[src/rtl/board_pkg.sv]
// Shared widths, joystick bit positions and reset FSM type
// for the player-input and reset section of the board wrapper
package board_pkg;

    localparam int NUM_PLAYERS   = 2;   // Joystick channels
    localparam int BUTTON_OFFSET = 0;   // Extra fire buttons before start

    // Button positions in the raw board word
    localparam int START1_BIT = 6 + BUTTON_OFFSET;
    localparam int START2_BIT = 7 + BUTTON_OFFSET;
    localparam int COIN_BIT   = 8 + BUTTON_OFFSET;
    localparam int PAUSE_BIT  = 9 + BUTTON_OFFSET;

    // Game side sees active-low controls
    localparam logic INVERT_INPUTS = 1'b1;

    // Both hold times are 2**RST_CNT_W cycles
    localparam int RST_CNT_W = 8;

    localparam int NUM_GFX_LAYERS = 4;

    localparam int BOARD_JOY_W = 16;
    localparam int GAME_JOY_W  = 10;

    typedef logic [BOARD_JOY_W-1:0]    board_joy_t;   // Raw word from the board
    typedef logic [GAME_JOY_W-1:0]     game_joy_t;    // Word handed to the game
    typedef logic [1:0]                player_pair_t; // One bit per player or start
    typedef logic [NUM_GFX_LAYERS-1:0] gfx_mask_t;    // Layer enables

    // Reset sequencing
    typedef enum logic [1:0] {
        POWER_HOLD,
        GAME_HOLD,
        RUNNING
    } reset_state_t;

endpackage

[src/rtl/board_input_capture.sv]
`timescale 1ns/10ps

// Two-flop synchronizers for board joysticks and key levels
// Rising-edge pulses for pause, reset and graphics-layer keys
module board_input_capture (
    input  logic                   clk_sys,
    input  logic                   rst,
    input  board_pkg::board_joy_t  board_joystick1,
    input  board_pkg::board_joy_t  board_joystick2,
    input  logic                   key_pause,
    input  logic                   key_reset,
    input  logic                   key_service,
    input  board_pkg::gfx_mask_t   key_gfx,
    output board_pkg::board_joy_t  joy_sync [board_pkg::NUM_PLAYERS],
    output logic                   service_sync,
    output logic                   key_pause_rise,
    output logic                   key_reset_rise,
    output board_pkg::gfx_mask_t   key_gfx_rise
);
    import board_pkg::*;

    board_joy_t joy_in   [NUM_PLAYERS];
    board_joy_t joy_meta [NUM_PLAYERS];

    logic [2:0] ctl_meta, ctl_sync;  // {service, reset, pause}
    logic [1:0] ctl_last;            // {reset, pause}
    gfx_mask_t  gfx_meta, gfx_sync, gfx_last;

    assign joy_in[0] = board_joystick1;
    assign joy_in[1] = board_joystick2;

    // Joystick synchronizers
    always_ff @(posedge clk_sys) begin
        for (int i = 0; i < NUM_PLAYERS; i++) begin
            joy_meta[i] <= joy_in[i];
            joy_sync[i] <= joy_meta[i];
        end
    end

    always_ff @(posedge clk_sys) begin
        if (rst) begin
            ctl_meta <= '0;
            ctl_sync <= '0;
            ctl_last <= '0;
            gfx_meta <= '0;
            gfx_sync <= '0;
            gfx_last <= '0;
        end else begin
            ctl_meta <= {key_service, key_reset, key_pause};
            ctl_sync <= ctl_meta;
            ctl_last <= ctl_sync[1:0];  // Previous level for edges
            gfx_meta <= key_gfx;
            gfx_sync <= gfx_meta;
            gfx_last <= gfx_sync;
        end
    end

    assign service_sync   = ctl_sync[2];
    assign key_pause_rise = ctl_sync[0] & ~ctl_last[0];
    assign key_reset_rise = ctl_sync[1] & ~ctl_last[1];
    assign key_gfx_rise   = gfx_sync & ~gfx_last;  // One pulse per layer key

endmodule

[src/rtl/player_port.sv]
`timescale 1ns/10ps

// One player's joystick path
// Optional rotation of the directions, inversion and button extraction
module player_port (
    input  logic                     clk_sys,
    input  logic                     rst,
    input  logic                     rot_control,
    input  board_pkg::board_joy_t    joy_sync,
    output board_pkg::game_joy_t     game_joystick,
    output board_pkg::player_pair_t  start_raw,
    output logic                     coin_raw,
    output logic                     pause_rise
);
    import board_pkg::*;

    game_joy_t joy_low;
    game_joy_t joy_rot;
    logic      pause_last;

    assign joy_low = joy_sync[GAME_JOY_W-1:0];

    // Quarter turn of the four directions for vertical cabinets
    always_comb begin
        if (rot_control) begin
            joy_rot = {joy_low[GAME_JOY_W-1:4], joy_low[0], joy_low[1], joy_low[3], joy_low[2]};
        end else begin
            joy_rot = joy_low;
        end
    end

    always_ff @(posedge clk_sys) begin
        game_joystick <= joy_rot ^ {GAME_JOY_W{INVERT_INPUTS}};
    end

    always_ff @(posedge clk_sys) begin
        if (rst) begin
            pause_last <= 1'b0;
        end else begin
            pause_last <= joy_sync[PAUSE_BIT];
        end
    end

    assign start_raw  = {joy_sync[START2_BIT], joy_sync[START1_BIT]};
    assign coin_raw   = joy_sync[COIN_BIT];
    assign pause_rise = joy_sync[PAUSE_BIT] & ~pause_last;  // Board bit is active high

endmodule

[src/rtl/cabinet_controls.sv]
`timescale 1ns/10ps

// Cabinet-wide controls built from both players and the keys
// Coin, start and service merge, pause and layer toggles, soft reset
module cabinet_controls (
    input  logic                     clk_sys,
    input  logic                     rst,
    input  board_pkg::player_pair_t  start_raw [board_pkg::NUM_PLAYERS],
    input  board_pkg::player_pair_t  coin_raw,
    input  board_pkg::player_pair_t  pause_rise,
    input  logic                     service_sync,
    input  logic                     key_pause_rise,
    input  logic                     key_reset_rise,
    input  board_pkg::gfx_mask_t     key_gfx_rise,
    output board_pkg::player_pair_t  game_coin,
    output board_pkg::player_pair_t  game_start,
    output logic                     game_service,
    output logic                     game_pause,
    output board_pkg::gfx_mask_t     gfx_en,
    output logic                     soft_rst
);
    import board_pkg::*;

    player_pair_t start_any;
    logic         pause_req;  // Registered toggle requests
    gfx_mask_t    gfx_req;

    // Either player can press either start button
    always_comb begin
        start_any = '0;
        for (int i = 0; i < NUM_PLAYERS; i++) begin
            start_any = start_any | start_raw[i];
        end
    end

    always_ff @(posedge clk_sys) begin
        game_coin  <= coin_raw ^ {2{INVERT_INPUTS}};
        game_start <= start_any ^ {2{INVERT_INPUTS}};
    end

    always_ff @(posedge clk_sys) begin
        if (rst) begin
            game_service <= INVERT_INPUTS;
            pause_req    <= 1'b0;
            gfx_req      <= '0;
            soft_rst     <= 1'b0;
        end else begin
            game_service <= service_sync ^ INVERT_INPUTS;
            pause_req    <= key_pause_rise | (|pause_rise);
            gfx_req      <= key_gfx_rise;
            soft_rst     <= key_reset_rise;
        end
    end

    // Toggle state
    always_ff @(posedge clk_sys) begin
        if (rst) begin
            game_pause <= 1'b0;
            gfx_en     <= '1;  // All layers shown
        end else begin
            game_pause <= game_pause ^ pause_req;
            gfx_en     <= gfx_en ^ gfx_req;
        end
    end

    // Key edge detection upstream must give one-cycle requests
    a_soft_rst_pulse: assert property (
        @(posedge clk_sys) disable iff (rst) soft_rst |=> !soft_rst
    ) else $error("soft_rst held longer than one cycle");

endmodule

[src/rtl/reset_sequencer.sv]
`timescale 1ns/10ps

// Core and game reset sequencing
// Core hold after rst, then a game hold that any game reset cause restarts
// Active-low copies through two flops
module reset_sequencer (
    input  logic clk_sys,
    input  logic rst,
    input  logic downloading,
    input  logic rst_req,
    input  logic flip,
    input  logic soft_rst,
    output logic core_rst,
    output logic core_rst_n,
    output logic game_rst,
    output logic game_rst_n
);
    import board_pkg::*;

    reset_state_t         state, state_next;
    logic [RST_CNT_W-1:0] cnt, cnt_next;
    logic                 flip_last;
    logic                 game_cause;
    logic                 core_rst_pre_n;
    logic                 game_rst_pre_n;

    // Screen flip change restarts the game as well
    assign game_cause = downloading | rst_req | soft_rst | (flip != flip_last);

    always_comb begin
        state_next = state;
        cnt_next   = cnt + 1'b1;
        case (state)
            POWER_HOLD: begin
                if (&cnt) begin
                    state_next = GAME_HOLD;  // Counter wraps to zero for the game hold
                end
            end
            GAME_HOLD: begin
                if (game_cause) begin
                    cnt_next = '0;
                end else if (&cnt) begin
                    state_next = RUNNING;
                end
            end
            RUNNING: begin
                cnt_next = '0;
                if (game_cause) begin
                    state_next = GAME_HOLD;
                end
            end
            default: begin
                state_next = POWER_HOLD;
                cnt_next   = '0;
            end
        endcase
    end

    always_ff @(posedge clk_sys) begin
        flip_last <= flip;
        if (rst) begin
            state    <= POWER_HOLD;
            cnt      <= '0;
            core_rst <= 1'b1;
            game_rst <= 1'b1;
        end else begin
            state    <= state_next;
            cnt      <= cnt_next;
            core_rst <= (state_next == POWER_HOLD);
            game_rst <= (state_next != RUNNING);  // Also high through the core hold
        end
    end

    // Active-low copies two cycles behind
    always_ff @(posedge clk_sys) begin
        if (rst) begin
            core_rst_pre_n <= 1'b0;
            core_rst_n     <= 1'b0;
            game_rst_pre_n <= 1'b0;
            game_rst_n     <= 1'b0;
        end else begin
            core_rst_pre_n <= ~core_rst;
            core_rst_n     <= core_rst_pre_n;
            game_rst_pre_n <= ~game_rst;
            game_rst_n     <= game_rst_pre_n;
        end
    end

    a_core_in_game: assert property (
        @(posedge clk_sys) core_rst |-> game_rst
    ) else $error("core_rst high without game_rst");

    a_core_n_delay: assert property (
        @(posedge clk_sys) core_rst |-> ##2 !core_rst_n
    ) else $error("core_rst_n released too early");

endmodule

[src/rtl/board_top.sv]
`timescale 1ns/10ps

// Player-input and reset section of the board wrapper
// Capture feeds one player port per joystick, cabinet controls merge them,
// reset sequencer runs alongside
module board_top (
    input  logic                     clk_sys,
    input  logic                     rst,
    input  board_pkg::board_joy_t    board_joystick1,
    input  board_pkg::board_joy_t    board_joystick2,
    input  logic                     rot_control,
    input  logic                     flip,
    input  logic                     downloading,
    input  logic                     rst_req,
    input  logic                     key_reset,
    input  logic                     key_pause,
    input  logic                     key_service,
    input  board_pkg::gfx_mask_t     key_gfx,
    output logic                     core_rst,
    output logic                     core_rst_n,
    output logic                     game_rst,
    output logic                     game_rst_n,
    output board_pkg::game_joy_t     game_joystick1,
    output board_pkg::game_joy_t     game_joystick2,
    output board_pkg::player_pair_t  game_coin,
    output board_pkg::player_pair_t  game_start,
    output logic                     game_service,
    output logic                     game_pause,
    output board_pkg::gfx_mask_t     gfx_en
);
    import board_pkg::*;

    board_joy_t   joy_sync  [NUM_PLAYERS];
    game_joy_t    game_joy  [NUM_PLAYERS];
    player_pair_t start_raw [NUM_PLAYERS];
    player_pair_t coin_raw;
    player_pair_t pause_rise;
    logic         service_sync;
    logic         key_pause_rise;
    logic         key_reset_rise;
    gfx_mask_t    key_gfx_rise;
    logic         soft_rst;

    board_input_capture u_capture (
        .clk_sys         ( clk_sys         ),
        .rst             ( rst             ),
        .board_joystick1 ( board_joystick1 ),
        .board_joystick2 ( board_joystick2 ),
        .key_pause       ( key_pause       ),
        .key_reset       ( key_reset       ),
        .key_service     ( key_service     ),
        .key_gfx         ( key_gfx         ),
        .joy_sync        ( joy_sync        ),
        .service_sync    ( service_sync    ),
        .key_pause_rise  ( key_pause_rise  ),
        .key_reset_rise  ( key_reset_rise  ),
        .key_gfx_rise    ( key_gfx_rise    )
    );

    for (genvar i = 0; i < NUM_PLAYERS; i++) begin : g_player
        player_port u_port (
            .clk_sys       ( clk_sys       ),
            .rst           ( rst           ),
            .rot_control   ( rot_control   ),
            .joy_sync      ( joy_sync[i]   ),
            .game_joystick ( game_joy[i]   ),
            .start_raw     ( start_raw[i]  ),
            .coin_raw      ( coin_raw[i]   ),
            .pause_rise    ( pause_rise[i] )
        );
    end

    assign game_joystick1 = game_joy[0];
    assign game_joystick2 = game_joy[1];

    cabinet_controls u_cabinet (
        .clk_sys        ( clk_sys        ),
        .rst            ( rst            ),
        .start_raw      ( start_raw      ),
        .coin_raw       ( coin_raw       ),
        .pause_rise     ( pause_rise     ),
        .service_sync   ( service_sync   ),
        .key_pause_rise ( key_pause_rise ),
        .key_reset_rise ( key_reset_rise ),
        .key_gfx_rise   ( key_gfx_rise   ),
        .game_coin      ( game_coin      ),
        .game_start     ( game_start     ),
        .game_service   ( game_service   ),
        .game_pause     ( game_pause     ),
        .gfx_en         ( gfx_en         ),
        .soft_rst       ( soft_rst       )
    );

    reset_sequencer u_reset (
        .clk_sys     ( clk_sys     ),
        .rst         ( rst         ),
        .downloading ( downloading ),
        .rst_req     ( rst_req     ),
        .flip        ( flip        ),
        .soft_rst    ( soft_rst    ),
        .core_rst    ( core_rst    ),
        .core_rst_n  ( core_rst_n  ),
        .game_rst    ( game_rst    ),
        .game_rst_n  ( game_rst_n  )
    );

endmodule

[config.mk]
export PLATFORM = sky130hd
export DESIGN_NAME = board_top
export DESIGN_NICKNAME = d
export VERILOG_FILES = /design/src/rtl/board_pkg.sv /design/src/rtl/board_input_capture.sv /design/src/rtl/player_port.sv /design/src/rtl/cabinet_controls.sv /design/src/rtl/reset_sequencer.sv /design/src/rtl/board_top.sv
export SDC_FILE = /design/constraint.sdc
export NUM_CORES = 1
export LEC_CHECK = 0
export ABC_AREA = 1
export ABC_CLOCK_PERIOD_IN_PS = 1400
export BUFFER_PORTS_ARGS = -buffer_cell sky130_fd_sc_hd__buf_4
export CORE_ASPECT_RATIO = 2
export CORE_UTILIZATION = 50
export DETAILED_ROUTE_END_ITERATION = 16
export GPL_TIMING_DRIVEN = 0
export PLACE_DENSITY = 0.81
export SLEW_MARGIN = 20
export SYNTH_ARGS = -nofsm -noshare
export SYNTH_HDL_FRONTEND = slang
export SYNTH_HIERARCHICAL = 1
export SYNTH_SLANG_ARGS = --single-unit
export TNS_END_PERCENT = 5
[constraint.sdc]
create_clock -name clk_sys -period 1.4 [get_ports clk_sys]
set_clock_uncertainty 0.1 [all_clocks]
set_input_delay 0.21 -clock clk_sys [delete_from_list [all_inputs] [get_ports clk_sys]]
set_output_delay 0.21 -clock clk_sys [all_outputs]
set_load 0.01 [all_outputs]
==> impl_metrics.json <==
{
  "final_util_pct": 77.8,
  "grt_pass1_wl_um": 10400,
  "hold_path_class": "input pin to flop",
  "grt.total_usage_pct": 22.1,
  "clk_latency_ps": 400,
  "slowest_stage": "dlygate4sd3_1",
  "final_hold_viol_count": 0,
  "area_growth_pct": 48.4,
  "fp.dieArea_um2": 6740,
  "tightest_slew_ps": 273,
  "via_per_inst": 4.39,
  "p_leak_nw": 2.32,
  "syn_avg_cell_area_um2": 9.97,
  "final_net_count": 485,
  "clk_pin_slew_ps": 50,
  "routed-wl-met2_um": 4300,
  "ir_drop_mv": 1.05,
  "first_global_vias": 2405,
  "wire_per_inst_um": 13.7,
  "place_congestion": 0.718,
  "vias": 2342,
  "fin_ws_ps": -21.2,
  "drv_cap": 0,
  "detail-route-antenna-nets": 0,
  "r2r_slack_ps": 20,
  "violations": "negative setup slack",
  "drive_gt1_share_pct": 27.1,
  "die_w_um": 58.6,
  "initial_core_util_pct": 52.4,
  "port_buffers": 66,
  "dp_hpwl_um": 3320,
  "dr.first_iter.drc_count": 103,
  "min_period_ps": 1420,
  "grt_max_degree": 19,
  "path_cells": "dlygate4sd3_1 -> buf_4 -> nor2_1 -> nor2_1 -> o21ai_1 -> nand2_2 -> nor3b_1",
  "rows": 40,
  "htree_levels": 4,
  "syn_inst": 321,
  "antennaDiodeCount": 0,
  "min_to": "u_reset/game_rst_pre_n$_SDFF_PP0_",
  "core-area_um2": 6110,
  "first_pass_iters": 4,
  "num_io_pins": 79,
  "drc": 0,
  "reg2reg_to": "u_reset/core_rst$_SDFF_PP1_",
  "max_stage_delay_ps": 540,
  "p_per_area_nw_per_um2": 1750,
  "status": "finished, violations left",
  "max-slew-margin-rel_pct": 81.7,
  "m1WireLength_um": 2390,
  "critPathMaxFanout": 8,
  "critPathRequiredTime_ps": 1600,
  "finalSetupTns_ps": -21.2,
  "root_buffer": "clkbuf_16",
  "dp_cells": 471,
  "routed_wl_um": 7290,
  "met3_length_um": 321,
  "setup_viol": 1,
  "slew_viol_final": 0,
  "clock.fmax_mhz": 704,
  "fin_crit_sh_pct": 102,
  "startpoint_type": "input pin",
  "stdcell_count": 534,
  "r2r-start": "u_reset/cnt[0]$_SDFF_PP0_",
  "rsz0062_at_grt": "yes",
  "chipHeight_um": 115,
  "synth_nets": 367,
  "final_cell_area_um2": 4750,
  "holdCritStartpoint": "rst",
  "syn_area_um2": 3200,
  "critPathArrivalTime_ps": 1620,
  "yosysWarnings": 6,
  "clk_path_buf_depth": 2,
  "cp-end-kind": "flop",
  "reg2reg_depth": 9,
  "cpMostUsedCell": "nor2_1",
  "antenna_found_initial": 0,
  "top_layer_used": "met4",
  "crit_type": "input pin to flop",
  "cts_made_buffers": 17,
  "overflow": 0,
  "tritoncts": "yes",
  "hold_depth": 2,
  "placed_area_um2": 3800,
  "clock_sinks": 115
}
[metrics by stage]
step	setup slack [ps]	power [mW]	hold WS, ps
global placement	66.1	3.85	210
global route	-145	8.55	33.4
CTS	2.57	8.29	24.9
detailed placement	11.0	3.87	212
finish	-21.2	8.30	31.5
floorplan	159	3.68	138
[per-layer routing]
metal	track usage (%)	up-vias
met3	8.32	22
met5	0	-
li1	-	1155
met1	16.6	1082
met2	42.8	83
met4	15.6	0
[worst max-delay path by stage]
stage | cells past startpoint | start | endpoint
finish | 7 | flip | u_reset/cnt[2]$_SDFF_PP0_
global route | 7 | flip | u_reset/cnt[2]$_SDFF_PP0_
CTS | 9 | u_reset/cnt[0]$_SDFF_PP0_ | u_reset/core_rst$_SDFF_PP1_
detailed placement | 8 | u_reset/cnt[0]$_SDFF_PP0_ | u_reset/game_rst$_SDFF_PP1_
global placement | 8 | u_reset/cnt[0]$_SDFF_PP0_ | u_reset/game_rst$_SDFF_PP1_
floorplan | 8 | u_reset/cnt[0]$_SDFF_PP0_ | u_reset/game_rst$_SDFF_PP1_
[critical path, delay by kind of cell]
kind / cells / cell delay (ps)
buffers and inverters: 2 / 680
AO/OA/AOI/OAI: 1 / 160
AND/OR/NAND/NOR: 4 / 580
[power breakdown]
part	leakage (nW)	switching [mW]	internal, mW	total [mW]
combinational	1.07	0.192	0.237	0.428
clock	0.296	1.36	3.01	4.37
sequential	0.958	0.0656	3.44	3.50
total	2.32	1.62	6.68	8.30
[sequential cells by signal, summed over array words and instances (netlist names), 2 cells and up]
register                       cells
u_capture/ctl_meta                 3
u_cabinet/gfx_req                  4
u_cabinet/game_coin                2
g_player.u_port/game_joystick     20
u_reset/state                      2
u_capture/gfx_last                 4
u_capture/ctl_sync                 3
u_capture/ctl_last                 2
u_capture/joy_meta                20
u_capture/gfx_meta                 4
g_player.u_port/pause_last         2
u_capture/joy_sync                20
u_cabinet/game_start               2
u_cabinet/gfx_en                   4
u_capture/gfx_sync                 4
u_reset/cnt                        8
[cell type report]
cell class	instances	area [um2]
well taps	84	105
clock inverters	4	95.1
plain buffers	8	67.6
flip-flops and latches	115	2300
clock buffers	26	509
fillers	379	1360
repair buffers	99	816
inverters	68	255
multi-input cells	130	598
[placed cells by master, fill, tap and decap left out, types with 4 or more instances in the layout]
cell	count
nand2_1	44
dfxtp_1	113
nand2_2	5
nand3_1	6
clkbuf_1	4
inv_1	65
clkbuf_8	5
a21oi_1	4
dlygate4sd3_1	29
buf_4	76
nor2_1	56
clkbuf_16	17
[repair_timing]
item | in CTS | in global routing
gates cloned | 0 | 0
setup buffers | 0 | 4
pin swaps | 0 | 2
gates resized for setup | 1 | 5
endpoints found under the setup margin | 1 | 7
endpoints found under the hold margin | 30 | 0
hold buffers | 29 | 0
Note: power is estimated with default switching activity, not from simulation.
